### src/rtl/fetchPkg.sv
// Fetch front end shared definitions
// Widths, cache and BTB geometry, address and data types

package fetchPkg;

    // Group geometry
    localparam int FETCH_WIDTH = 2;
    localparam int INSN_BYTES = 4;
    localparam int GROUP_BYTES = FETCH_WIDTH * INSN_BYTES;

    // Data path widths
    localparam int PC_BITS = 32;
    localparam int INSN_BITS = 32;

    // Instruction cache geometry, one group per line
    localparam int IC_LINES = 8;
    localparam int IC_INDEX_LSB = 3;
    localparam int IC_INDEX_BITS = $clog2(IC_LINES);

    // BTB geometry, indexed per instruction word
    localparam int BTB_ENTRIES = 16;
    localparam int BTB_INDEX_LSB = 2;
    localparam int BTB_INDEX_BITS = $clog2(BTB_ENTRIES);

    // Tag is shared by cache and BTB
    localparam int TAG_LSB = 6;
    localparam int TAG_BITS = PC_BITS - TAG_LSB;

    typedef logic [PC_BITS-1:0] pcT;
    typedef logic [INSN_BITS-1:0] insnT;
    // Lane 0 sits in the low word
    typedef logic [FETCH_WIDTH*INSN_BITS-1:0] lineT;
    typedef logic [FETCH_WIDTH-1:0] laneMaskT;
    typedef logic [TAG_BITS-1:0] tagT;
    typedef logic [IC_INDEX_BITS-1:0] icIndexT;
    typedef logic [BTB_INDEX_BITS-1:0] btbIndexT;

    // Clears the offset inside a fetch group
    localparam pcT ALIGN_MASK = ~pcT'(GROUP_BYTES - 1);

endpackage

### src/rtl/branchTargetBuffer.sv
// Direct-mapped branch target buffer
// Two combinational lookups for the lanes of the current group, one write port

`timescale 1ns/1ns

module branchTargetBuffer (
    input  logic            clock,
    input  logic            rstN,
    input  fetchPkg::pcT     curPc,
    input  logic            btbWrite,
    input  fetchPkg::pcT     btbPc,
    input  fetchPkg::pcT     btbTarget,
    output fetchPkg::laneMaskT predHit,
    output fetchPkg::pcT     predTarget0,
    output fetchPkg::pcT     predTarget1
);

    // Entry storage
    logic [fetchPkg::BTB_ENTRIES-1:0] entryValid;
    fetchPkg::tagT entryTag [fetchPkg::BTB_ENTRIES];
    fetchPkg::pcT entryTarget [fetchPkg::BTB_ENTRIES];

    // Per-lane lookup fields
    fetchPkg::pcT lanePc [fetchPkg::FETCH_WIDTH];
    fetchPkg::btbIndexT laneIndex [fetchPkg::FETCH_WIDTH];
    fetchPkg::tagT laneTag [fetchPkg::FETCH_WIDTH];
    fetchPkg::pcT laneTarget [fetchPkg::FETCH_WIDTH];

    // Write side fields
    fetchPkg::btbIndexT writeIndex;
    fetchPkg::tagT writeTag;

    assign writeIndex = btbPc[fetchPkg::BTB_INDEX_LSB +: fetchPkg::BTB_INDEX_BITS];
    assign writeTag = btbPc[fetchPkg::TAG_LSB +: fetchPkg::TAG_BITS];

    // Lookup both words of the aligned group
    always_comb begin
        for (int i = 0; i < fetchPkg::FETCH_WIDTH; i++) begin
            lanePc[i] = (curPc & fetchPkg::ALIGN_MASK) + fetchPkg::pcT'(i * fetchPkg::INSN_BYTES);
            laneIndex[i] = lanePc[i][fetchPkg::BTB_INDEX_LSB +: fetchPkg::BTB_INDEX_BITS];
            laneTag[i] = lanePc[i][fetchPkg::TAG_LSB +: fetchPkg::TAG_BITS];
            // Hit needs a live entry with a matching tag
            predHit[i] = entryValid[laneIndex[i]] && (entryTag[laneIndex[i]] == laneTag[i]);
            laneTarget[i] = entryTarget[laneIndex[i]];
        end
    end

    assign predTarget0 = laneTarget[0];
    assign predTarget1 = laneTarget[1];

    // Valid bits only, cleared on reset
    always_ff @(posedge clock or negedge rstN) begin
        if (!rstN) begin
            entryValid <= '0;
        end else if (btbWrite) begin
            entryValid[writeIndex] <= 1'b1;
        end
    end

    // Tag and target replace the old entry
    always_ff @(posedge clock) begin
        if (btbWrite) begin
            entryTag[writeIndex] <= writeTag;
            entryTarget[writeIndex] <= btbTarget;
        end
    end

endmodule

### src/rtl/fetchFrontEnd.sv
// Two-lane instruction fetch front end
// Next-PC stage with BTB prediction feeding a fetch stage with an
// instruction cache and single outstanding refill

`timescale 1ns/1ns

module fetchFrontEnd (
    input  logic               clock,
    input  logic               rstN,
    input  logic               redirect,
    input  fetchPkg::pcT        redirectPc,
    input  logic               btbWrite,
    input  fetchPkg::pcT        btbPc,
    input  fetchPkg::pcT        btbTarget,
    input  logic               memResp,
    input  fetchPkg::lineT      memData,
    output logic               memReq,
    output fetchPkg::pcT        memAddr,
    output fetchPkg::laneMaskT  outValid,
    output fetchPkg::pcT        outPc,
    output fetchPkg::insnT      outInsn0,
    output fetchPkg::insnT      outInsn1,
    output fetchPkg::laneMaskT  outPredTaken,
    output fetchPkg::pcT        outPredTarget
);

    // Next-PC to BTB and fetch stage
    fetchPkg::pcT curPc;
    fetchPkg::laneMaskT curValid;
    fetchPkg::laneMaskT predHit;
    fetchPkg::pcT predTarget0;
    fetchPkg::pcT predTarget1;
    fetchPkg::laneMaskT laneTaken;
    fetchPkg::pcT takenTarget;

    // Fetch stage to cache and back
    logic fetchStall;
    fetchPkg::pcT lookupPc;
    logic hit;
    fetchPkg::lineT lineData;

    nextPcStage nextPcStage_i (
        .clock(clock),
        .rstN(rstN),
        .redirect(redirect),
        .redirectPc(redirectPc),
        .fetchStall(fetchStall),
        .predHit(predHit),
        .predTarget0(predTarget0),
        .predTarget1(predTarget1),
        .curPc(curPc),
        .curValid(curValid),
        .laneTaken(laneTaken),
        .takenTarget(takenTarget)
    );

    branchTargetBuffer branchTargetBuffer_i (
        .clock(clock),
        .rstN(rstN),
        .curPc(curPc),
        .btbWrite(btbWrite),
        .btbPc(btbPc),
        .btbTarget(btbTarget),
        .predHit(predHit),
        .predTarget0(predTarget0),
        .predTarget1(predTarget1)
    );

    fetchStage fetchStage_i (
        .clock(clock),
        .rstN(rstN),
        .redirect(redirect),
        .curPc(curPc),
        .curValid(curValid),
        .laneTaken(laneTaken),
        .takenTarget(takenTarget),
        .hit(hit),
        .lineData(lineData),
        .fetchStall(fetchStall),
        .lookupPc(lookupPc),
        .outValid(outValid),
        .outPc(outPc),
        .outInsn0(outInsn0),
        .outInsn1(outInsn1),
        .outPredTaken(outPredTaken),
        .outPredTarget(outPredTarget)
    );

    instCache instCache_i (
        .clock(clock),
        .rstN(rstN),
        .lookupPc(lookupPc),
        .memResp(memResp),
        .memData(memData),
        .hit(hit),
        .lineData(lineData),
        .memReq(memReq),
        .memAddr(memAddr)
    );

endmodule

### src/rtl/fetchStage.sv
// Fetch stage
// Pipeline register between next-PC and output, stall on cache miss,
// drop of lanes behind a predicted-taken lane, output group formation

`timescale 1ns/1ns

module fetchStage (
    input  logic               clock,
    input  logic               rstN,
    input  logic               redirect,
    input  fetchPkg::pcT        curPc,
    input  fetchPkg::laneMaskT  curValid,
    input  fetchPkg::laneMaskT  laneTaken,
    input  fetchPkg::pcT        takenTarget,
    input  logic               hit,
    input  fetchPkg::lineT      lineData,
    output logic               fetchStall,
    output fetchPkg::pcT        lookupPc,
    output fetchPkg::laneMaskT  outValid,
    output fetchPkg::pcT        outPc,
    output fetchPkg::insnT      outInsn0,
    output fetchPkg::insnT      outInsn1,
    output fetchPkg::laneMaskT  outPredTaken,
    output fetchPkg::pcT        outPredTarget
);

    // Pipeline register
    fetchPkg::laneMaskT regValid;
    fetchPkg::laneMaskT regTaken;
    fetchPkg::pcT regPc;
    fetchPkg::pcT regTarget;

    // Load side
    fetchPkg::laneMaskT loadMask;
    logic dropLater;
    logic loadEn;

    // Lanes behind the first taken lane never enter the register
    always_comb begin
        loadMask = curValid;
        dropLater = 1'b0;
        for (int i = 0; i < fetchPkg::FETCH_WIDTH; i++) begin
            if (dropLater) begin
                loadMask[i] = 1'b0;
            end
            if (laneTaken[i]) begin
                dropLater = 1'b1;
            end
        end
    end

    // Occupied register waiting on the cache
    assign fetchStall = (regValid != '0) && !hit;
    assign loadEn = !redirect && !fetchStall;

    // Control part of the register
    // regPc also drives the cache lookup, so it starts at a known line
    always_ff @(posedge clock or negedge rstN) begin
        if (!rstN) begin
            regValid <= '0;
            regTaken <= '0;
            regPc <= '0;
        end else if (redirect) begin
            // Flush, address kept so a pending refill still matches
            regValid <= '0;
            regTaken <= '0;
        end else if (loadEn) begin
            regValid <= loadMask;
            regTaken <= laneTaken;
            regPc <= curPc & fetchPkg::ALIGN_MASK;
        end
    end

    // Predicted target travels with the group
    always_ff @(posedge clock) begin
        if (loadEn) begin
            regTarget <= takenTarget;
        end
    end

    assign lookupPc = regPc;

    // Group shown only once the line is present
    assign outValid = regValid & {fetchPkg::FETCH_WIDTH{hit}};
    assign outPredTaken = regTaken & outValid;
    assign outPc = regPc;
    assign outPredTarget = regTarget;

    // Lane 0 in the low word of the line
    assign outInsn0 = lineData[0 +: fetchPkg::INSN_BITS];
    assign outInsn1 = lineData[fetchPkg::INSN_BITS +: fetchPkg::INSN_BITS];

endmodule

### src/rtl/instCache.sv
// Direct-mapped instruction cache, one fetch group per line
// Hit check against the fetch register's address and single refill tracking
// Refill requests are one-cycle pulses, responses write the stored line slot

`timescale 1ns/1ns

module instCache (
    input  logic           clock,
    input  logic           rstN,
    input  fetchPkg::pcT    lookupPc,
    input  logic           memResp,
    input  fetchPkg::lineT  memData,
    output logic           hit,
    output fetchPkg::lineT  lineData,
    output logic           memReq,
    output fetchPkg::pcT    memAddr
);

    // Line storage
    fetchPkg::lineT lineStore [fetchPkg::IC_LINES];
    fetchPkg::tagT tagStore [fetchPkg::IC_LINES];
    logic [fetchPkg::IC_LINES-1:0] lineValid;

    // Refill tracking
    logic pending;
    logic missStart;
    fetchPkg::pcT refillPc;
    fetchPkg::icIndexT refillIndex;
    fetchPkg::tagT refillTag;

    // Lookup fields
    fetchPkg::icIndexT lookupIndex;
    fetchPkg::tagT lookupTag;

    assign lookupIndex = lookupPc[fetchPkg::IC_INDEX_LSB +: fetchPkg::IC_INDEX_BITS];
    assign lookupTag = lookupPc[fetchPkg::TAG_LSB +: fetchPkg::TAG_BITS];

    assign hit = lineValid[lookupIndex] && (tagStore[lookupIndex] == lookupTag);
    assign lineData = lineStore[lookupIndex];

    // Slot and tag come from the request, not the current lookup
    // so a redirect in between cannot misplace the line
    assign refillIndex = refillPc[fetchPkg::IC_INDEX_LSB +: fetchPkg::IC_INDEX_BITS];
    assign refillTag = refillPc[fetchPkg::TAG_LSB +: fetchPkg::TAG_BITS];
    assign memAddr = refillPc;

    // New refill only when nothing is outstanding
    assign missStart = !hit && !pending && !memResp;

    // Valid bits, pending flag and request pulse
    always_ff @(posedge clock or negedge rstN) begin
        if (!rstN) begin
            lineValid <= '0;
            pending <= 1'b0;
            memReq <= 1'b0;
        end else begin
            // Request lasts one cycle
            memReq <= 1'b0;
            if (memResp) begin
                lineValid[refillIndex] <= 1'b1;
                pending <= 1'b0;
            end else if (missStart) begin
                pending <= 1'b1;
                memReq <= 1'b1;
            end
        end
    end

    // Line address latched with the request
    always_ff @(posedge clock) begin
        if (missStart) begin
            refillPc <= lookupPc & fetchPkg::ALIGN_MASK;
        end
    end

    // Line data and tag written at the response edge
    always_ff @(posedge clock) begin
        if (memResp) begin
            lineStore[refillIndex] <= memData;
            tagStore[refillIndex] <= refillTag;
        end
    end

endmodule

### src/rtl/nextPcStage.sv
// Next-PC stage
// Holds the fetch address, picks the first predicted-taken lane and
// selects the following fetch address

`timescale 1ns/1ns

module nextPcStage (
    input  logic               clock,
    input  logic               rstN,
    input  logic               redirect,
    input  fetchPkg::pcT        redirectPc,
    input  logic               fetchStall,
    input  fetchPkg::laneMaskT  predHit,
    input  fetchPkg::pcT        predTarget0,
    input  fetchPkg::pcT        predTarget1,
    output fetchPkg::pcT        curPc,
    output fetchPkg::laneMaskT  curValid,
    output fetchPkg::laneMaskT  laneTaken,
    output fetchPkg::pcT        takenTarget
);

    fetchPkg::pcT pcReg;
    fetchPkg::pcT alignedPc;
    fetchPkg::pcT nextPc;

    assign curPc = pcReg;
    assign alignedPc = pcReg & fetchPkg::ALIGN_MASK;

    // Lanes at or after the fetch address are live
    // An entry into the upper word leaves lane 0 dead
    always_comb begin
        for (int i = 0; i < fetchPkg::FETCH_WIDTH; i++) begin
            curValid[i] = (alignedPc + fetchPkg::pcT'(i * fetchPkg::INSN_BYTES)) >= pcReg;
        end
    end

    // Only the first live hit counts
    always_comb begin
        laneTaken = '0;
        for (int i = 0; i < fetchPkg::FETCH_WIDTH; i++) begin
            if (curValid[i] && predHit[i] && (laneTaken == '0)) begin
                laneTaken[i] = 1'b1;
            end
        end
    end

    assign takenTarget = laneTaken[0] ? predTarget0 : predTarget1;

    // Redirect beats stall, stall beats prediction
    always_comb begin
        if (redirect) begin
            nextPc = redirectPc;
        end else if (fetchStall) begin
            nextPc = pcReg;
        end else if (laneTaken != '0) begin
            nextPc = takenTarget;
        end else begin
            nextPc = alignedPc + fetchPkg::pcT'(fetchPkg::GROUP_BYTES);
        end
    end

    // Fetch starts at address 0 out of reset
    always_ff @(posedge clock or negedge rstN) begin
        if (!rstN) begin
            pcReg <= '0;
        end else begin
            pcReg <= nextPc;
        end
    end

endmodule

### config.mk
export PLATFORM = sky130hd
export DESIGN_NAME = fetchFrontEnd
export DESIGN_NICKNAME = d
export VERILOG_FILES = /design/src/rtl/fetchPkg.sv /design/src/rtl/branchTargetBuffer.sv /design/src/rtl/fetchFrontEnd.sv /design/src/rtl/fetchStage.sv /design/src/rtl/instCache.sv /design/src/rtl/nextPcStage.sv
export SDC_FILE = /design/constraint.sdc
export NUM_CORES = 2
export LEC_CHECK = 0
export BUFFER_PORTS_ARGS = -buffer_cell sky130_fd_sc_hd__buf_2
export CAP_MARGIN = 10
export CORE_AREA = 5 5 424 426
export DETAILED_ROUTE_END_ITERATION = 10
export DIE_AREA = 0 0 429 431
export PLACE_DENSITY = 0.57
export SLEW_MARGIN = 20
export SYNTH_ARGS = -nofsm -noshare
export SYNTH_HDL_FRONTEND = slang
export SYNTH_SLANG_ARGS = --single-unit
### constraint.sdc
create_clock -name clock -period 9.9 [get_ports clock]
set_input_delay 1.98 -clock clock [delete_from_list [all_inputs] [get_ports clock]]
set_output_delay 1.98 -clock clock [all_outputs]
set_load 0.03 [all_outputs]
# Yosys cells after proc, flatten, opt, wreduce, memory -nomap -nowiden
# Memories as Yosys holds them, arrays and structs flattened.
# Index checks and enable logic that the tools add are counted.
[word_totals] ram_bits=1648 elab_cells=87 mem_count=4 output_inout_bits=165 input_bits=165 ff_bits=152
[memory_table] name="branchTargetBuffer_i.entryTarget" words=16 width=32 rd=2 rd_clocked_by_memory_dff=0 write_ports=1 line="branchTargetBuffer.sv:21" text="fetchPkg::pcT entryTarget [fetchPkg::BTB_ENTRIES];"
[memory_table] name="instCache_i.lineStore" words=8 width=64 rd=1 rd_clocked_by_memory_dff=0 write_ports=1 line="instCache.sv:20" text="fetchPkg::lineT lineStore [fetchPkg::IC_LINES];"
[memory_table] name="branchTargetBuffer_i.entryTag" words=16 width=26 rd=2 rd_clocked_by_memory_dff=0 write_ports=1 line="branchTargetBuffer.sv:20" text="fetchPkg::tagT entryTag [fetchPkg::BTB_ENTRIES];"
[memory_table] name="instCache_i.tagStore" words=8 width=26 rd=1 rd_clocked_by_memory_dff=0 write_ports=1 line="instCache.sv:21" text="fetchPkg::tagT tagStore [fetchPkg::IC_LINES];"
[op_classes] n_mux=30 eq_ne=4 order_cmp=9 reduce_logical=22 add_sub_neg=2 n_bitwise=6
[ops] cell="$mux 32" n=4
[ops] cell="$eq 26x26->1" n=3
[ops] cell="$ge 32x32->1" n=2
[ops] cell="$add 32x3->32 const B" n=1
[ops] cell="$add 32x4->32 const B" n=1
[ops] cell="$mux 1" n=17
[ops] cell="$or 16x16->16" n=1
[ops] cell="$lt 4x5->1 const B" n=3
[ops] cell="$logic_and 1x1->1" n=12
[ops] cell="$lt 3x4->1 const B" n=2
[ops] cell="$mux 2" n=4
[ops] cell="$or 8x8->8" n=1
[ops] cell="$reduce_bool 2->1" n=4
[ops] cell="$bmux 1 s3" n=2
[ops] cell="$logic_not 1->1" n=5
[ops] cell="$and 2x2->2" n=2
[ops] cell="$bmux 1 s4" n=1
[ops] cell="$demux 1 s4" n=1
[ops] cell="$ge 4x1->1 const B" n=1
[ops] cell="$demux 1 s3" n=1
[ops] cell="$ge 3x1->1 const B" n=1
[ops] cell="$ne 2x2->1 const B" n=1
[ops] cell="$not 1->1" n=2
[ops] cell="$reduce_and 2->1" n=1

# Logic depth before layout (Yosys ltp)
[logic_depth] ltp_word=12 mapped_depth=17 mapped_depth_nobuf=12

# Modules after synthesis
# Synthesis repeated with hierarchy kept, for this count alone.
[unflattened] cells_unflattened=3355 area_unflattened_um2=71134.5
[modules_own_cells] mod="branchTargetBuffer" n_inst=1 area_each_um2=36264.8 seq_area_each_um2=28267.1 cells_per_inst=1595
[modules_own_cells] mod="instCache" n_inst=1 area_each_um2=28681.3 seq_area_each_um2=22741.8 cells_per_inst=1194
[modules_own_cells] mod="fetchStage" n_inst=1 area_each_um2=3120.5 seq_area_each_um2=1786.7 cells_per_inst=214
[modules_own_cells] mod="nextPcStage" n_inst=1 area_each_um2=3067.9 seq_area_each_um2=800.8 cells_per_inst=352

# Worst setup path after synthesis
# No wires, ideal clock.
[synth_path] path_type="input to register" start="input memResp" end="register instCache_i.lineValid[4] (netlist bit)" arrival_ns=8.844 required_ns=9.797 cell_stages=3 path_buffers=0 setup_ns=0.103 slack_ns=0.953 path_cell_list="nand2_1 > nor3_1 > or2_2"
[synth_lines] item="start: declaration" line="fetchFrontEnd.sv:15" text="input logic memResp,"
[synth_lines] item="end signal: assignment" line="instCache.sv:53" text="lineValid <= '0;"
[synth_lines] item="end signal: indexed assignment" line="instCache.sv:60" text="lineValid[refillIndex] <= 1'b1;"
[synth_lines] item="end: declaration" line="instCache.sv:22" text="logic [fetchPkg::IC_LINES-1:0] lineValid;"

# Worst setup path in the final report
[layout_path] start="register fetchStage_i.regPc[3], in the netlist fetchStage_i.lookupPc[3]" end="output outPredTaken[0]"
[layout_via] elab_chain_cells=5 word_cells_on_any_way=7 classes_between="1 x eq/ne; 2 x mux; 2 x bitwise; 1 x reduce/logical; 1 x memory"
[layout_rtl] item="start: declaration" line="fetchStage.sv:30" text="fetchPkg::pcT regPc;"
[layout_rtl] item="start signal: assignment" line="fetchStage.sv:70" text="regPc <= curPc & fetchPkg::ALIGN_MASK;"
[layout_rtl] item="$mem_v2 8x26 or $bmux 1 s3 (tied branches)"
[layout_rtl] item="$eq 26x26->1 or $mux 1 (tied branches)" line="instCache.sv:38" text="assign hit = lineValid[lookupIndex] && (tagStore[lookupIndex] == lookupTag);"
[layout_rtl] item="$logic_and 1x1->1 *" line="instCache.sv:38"
[layout_rtl] item="$and 2x2->2 *" line="fetchStage.sv:84" text="assign outValid = regValid & {fetchPkg::FETCH_WIDTH{hit}};"
[layout_rtl] item="$and 2x2->2 *" line="fetchStage.sv:85" text="assign outPredTaken = regTaken & outValid;"
[layout_rtl] item="end: declaration" line="fetchFrontEnd.sv:23" text="output fetchPkg::laneMaskT outPredTaken,"
# Every way passes the cells marked *; elsewhere a longest branch is shown, timed or not. The select of a mux whose other input is x is not followed.

==> run summary <==
In the routed design, unresolved DRC markers number 0. Dividing total power by cell area gives a power density of 273 mW/mm^2. The flow ran to the end, and the final reports show no timing, DRC or antenna violations. The leakage power came out at 26.5 nW.

The sequential fraction of the synthesis area is 0.769. The slew of the pin with the lowest slew margin came out at 1.02 ns. The layout has 15.0k filler cells. The die is 429 um wide. The share of synthesized registers carrying an async set or reset came out at 0.0506. The synthesized area divided by synthesized cell count is 20.6 um^2.

The number of max-cap violations is 0. The portion of netlist area occupied by mux cells came out at 0.150. The fraction of the mapped netlist area in compound gates was 0.0213. The latest clock arrival within the worst-skew pair is 0.82 ns. The area growth from synthesis to layout is 14.9%. The number of buffers added to fix hold violations after cts came out at 0. The final total negative setup slack came out at 0 ns. Timing would allow up to 0.135 GHz.

The clock tree from TritonCTS is yes. The number of gates on the worst path with buffers counted is 10. The register bit count reported by yosys is 1800.

In this run the critical register-to-register path is captured at fetchStage_i.outPredTarget[14]. The top cell family by delay on the critical path is simple AND/OR/NAND/NOR gates. The routed wire length came out at 175000 um.

The y dimension of the die is 431 um. The max-slew violation count came out at 0. The synthesized design spends more area on one cell type than any other, namely sky130_fd_sc_hd__edfxtp_1. The share of synthesized cell area in full adder, half adder and majority cells came out at 0.000179. Global routing finished with a remaining overflow of 0. Across the routed clock network, the largest skew measured is 0.0489 ns. The slowest stage of the critical path is the sky130_fd_sc_hd__dfrtp_4 cell. The relative max-transition margin is 0.320. The commonest cells after synthesis are sky130_fd_sc_hd__edfxtp_1 (1709), sky130_fd_sc_hd__mux4_2 (356), sky130_fd_sc_hd__nand2_1 (189). The HPWL reported at the end of detailed placement came out at 101000 um.

The deepest level of the CTS H-tree is 4. The post-synthesis share of cell area spent on xor and xnor gates is 0.00967. The share of total power dissipated in sequential elements is 0.432. For this design the total switching power over the nets is 6.89 mW. The number of cells on the worst reg-to-reg path came out at 11. STA puts the critical path data required time at 7.92 ns. Of the total power, the share spent switching nets is 0.315. The netlist area before placement came out at 0.0697 mm^2.

Yosys instantiated no cell more often than sky130_fd_sc_hd__edfxtp_1. The final count of negative-setup-slack endpoints is 0. The number of design-rule violations left by the first detailed-router iteration is 2827. The overall track demand over capacity in global routing is 0.187. The clock net in this run drives a total of 1800 sinks. The row count came out at 154. Of the total synthesized cell area, the portion taken by AND, OR, NAND and NOR gates is 0.0358. The capturing instance or port of the critical path is outPredTaken[0]. In this design, the stage delay of the slowest critical-path cell is 0.77 ns. The clock transition at the registers of the reported paths came out at 0.06 ns. In this run the worst setup path begins at fetchStage_i.lookupPc[3]. The initial antenna violation count came out at 27. The average wire length per cell after detail routing came out at 27.8 um.

The wire length of the first global-routing pass came out at 251000 um. The number of buffers created by CTS came out at 187. The via count of the first global-routing pass came to 34.6k.

The number of antenna-violating nets in the routed design is 0. In this run the worst hold path is classified as reg -> reg. Dividing the final minimum period by the clock period gives 0.747. The root buffer cell is sky130_fd_sc_hd__clkbuf_16. The port buffer count came out at 321.

The combined buffer and inverter count along the critical path is 2. The maximum VDD drop is 0.195 mV. In this run the register-to-register setup slack is 3.40 ns.

The final-report hold violation count is 0. The critical path in this run is classified as reg -> out. Using the TritonRoute via totals, the vias-per-cell ratio works out to 5.36. The number of gates resized after CTS was 0. Synthesis handed over a netlist of 3391 instances. For this run, the share of the core covered by cells in the final layout is 0.457. The fraction of layout instances using a drive strength above 1 is 0.288. The share of the synthesized area in the top cell type came out at 0.736. STA classifies the critical path endpoint as an output port. The clock network power share came out at 0.304. The combinational power share is 0.264. The maximum number of pins on one net before global-route repair came out at 130. At the end of routability-driven placement, the weighted congestion stood at 0.785. The worst path needs 7.40 ns of the cycle, external delays included. Of all nets on the critical path, the largest fanout is 29. The core area is 0.175 mm^2. By area, the combinational part of the netlist is dominated by multiplexers.

Setup repair after global routing left no endpoint under its margin. The maximum clock path buffer count came out at 3. The I/O pin total came out at 330. The most used flip-flop cell after synthesis is sky130_fd_sc_hd__edfxtp_1. In the post-synthesis netlist, the biggest area contributors are sky130_fd_sc_hd__edfxtp_1 (74%), sky130_fd_sc_hd__mux4_2 (12%), sky130_fd_sc_hd__dfrtp_1 (3.3%), sky130_fd_sc_hd__mux2i_1 (2.5%), sky130_fd_sc_hd__mux2_2 (1.0%). The net count of the finished layout is 3959. Counting flops with a built-in enable in the synthesized netlist gives 1709. The design internal power came out at 15.0 mW. In this run the critical register-to-register path is launched from fetchStage_i.lookupPc[3]. The Yosys step of the flow raised 0 warnings. The arrival time reported for the critical path endpoint came out at 5.42 ns. The initial standard-cell utilization of the core came out at 0.398. Traced cell by cell, the critical path runs through buf_4 -> mux4_2 -> mux2i_1 -> xor2_1 -> nand3_1 -> nor4_1 -> nand4_1 -> nor2_1 -> and2_1 -> buf_2. The number of unique standard cell types used by synthesis is 58.

The number of search-and-repair iterations in the first detailed-routing pass is 5. The worst setup path is launched from a flip-flop. The detailed-route via count is 33.7k. The setup fix buffers added after clock tree synthesis is 0. The area enclosed by the die boundary came out at 0.185 mm^2.
## cell type report
| type | count | area, um^2 | share of cell area |
|---|---|---|---|
| tap | 2340 | 2930 | 0.0366 |
| clock buffer | 253 | 5060 | 0.0632 |
| clock inverter | 94 | 771 | 0.00962 |
| timing repair buffer | 405 | 2290 | 0.0286 |
| antenna | 7 | 17.5 | 0.000219 |
| inverter | 10 | 40.0 | 0.000500 |
| multi-input combinational | 1389 | 15400 | 0.192 |
| sequential | 1800 | 53600 | 0.669 |
## flip-flops by register name, summed over array words and instances, names as in the netlist
signal / cells
instCache_i.memReq: 1
branchTargetBuffer_i.entryTag: 416
instCache_i.lineStore: 512
branchTargetBuffer_i.entryValid: 16
instCache_i.lineValid: 8
instCache_i.pending: 1
instCache_i.memAddr: 29
fetchStage_i.outPredTarget: 32
nextPcStage_i.curPc: 32
fetchStage_i.regValid: 2
fetchStage_i.lookupPc: 29
fetchStage_i.regTaken: 2
branchTargetBuffer_i.entryTarget: 512
instCache_i.tagStore: 208
## worst register-to-register path, cell delays in order (launching register included)
cell and delay [ns]:
sky130_fd_sc_hd__dfrtp_4 0.77, sky130_fd_sc_hd__buf_4 0.60, sky130_fd_sc_hd__mux4_2 0.63, sky130_fd_sc_hd__mux2i_1 0.25
sky130_fd_sc_hd__xor2_1 0.18, sky130_fd_sc_hd__nand3_1 0.21, sky130_fd_sc_hd__nor4_1 0.42, sky130_fd_sc_hd__nand4_1 0.67
sky130_fd_sc_hd__nand2_1 0.51, sky130_fd_sc_hd__nand2b_2 0.54, sky130_fd_sc_hd__inv_4 0.67, sky130_fd_sc_hd__buf_4 0.63
## power groups by stage
| stage | Combinational (mW) | Clock (mW) | Sequential (mW) |
|---|---|---|---|
| detailed placement | 5.90 | 0 | 9.64 |
| CTS | 5.92 | 6.82 | 9.48 |
| global route | 6.17 | 7.13 | 9.51 |
| floorplan | 4.10 | 0 | 9.42 |
| finish | 5.78 | 6.65 | 9.45 |
| global placement | 5.89 | 0 | 9.62 |
## placed cells by master, fill, tap and decap left out, drive strengths merged, types with 36 or more instances in the layout
cell and instances:
nand3 63, a22oi 69, xnor2 41, xor2 36, edfxtp 1709, dfrtp 91
nand2b 40, clkinv 76, nand2 189, clkbuf 253, buf 405, mux4 356
mux2i 173, mux2 65, nor2 62
## cells by family after synthesis
kind of cell               count (synthesis)
AOI/OAI and AO/OA                        208
xor gates and xnor gates                  77
adders and majority gates                  1
buffers and inverters                    207
DFF                                     1800
muxes                                    594
other                                      1
and+or+nand+nor                          503
## worst min path at each step
stage / start / end / slack, ns / depth (start not counted)
2_1_floorplan: branchTargetBuffer_i.entryValid[10] / branchTargetBuffer_i.entryValid[10] / 0.43 / 1
3_3_place_gp: branchTargetBuffer_i.entryValid[14] / branchTargetBuffer_i.entryValid[14] / 0.45 / 1
3_5_place_dp: instCache_i.lineValid[3] / instCache_i.lineValid[3] / 0.45 / 1
4_1_cts: instCache_i.lineValid[3] / instCache_i.lineValid[3] / 0.46 / 1
5_1_grt: instCache_i.lineValid[2] / instCache_i.lineValid[2] / 0.48 / 1
6_report: branchTargetBuffer_i.entryValid[13] / branchTargetBuffer_i.entryValid[13] / 0.46 / 1
## through the flow
stage | std cells | setup WS (ns) | power, mW | hold slack (ns) | cell area (um^2)
after floorplan | 3396 | 0.953 | 13.5 | 0.434 | 69700
after global routing | 6291 | 2.13 | 22.8 | 0.476 | 80100
after detailed placement | 5944 | 3.27 | 15.5 | 0.450 | 74200
after global placement | 5944 | 3.30 | 15.5 | 0.446 | 74200
final | 6298 | 2.50 | 21.9 | 0.464 | 80100
after CTS | 6291 | 2.35 | 22.2 | 0.465 | 80100
## per-layer routing
metal  track usage  vias to the layer above  wire length [um]
met5             0                        -                89
met4        0.0559                       14              5090
met3        0.0341                      263              9330
met2         0.323                      936             89400
met1         0.244                    17900             71500
li1              -                    14600                 -
(Power assumes the default switching activity.)
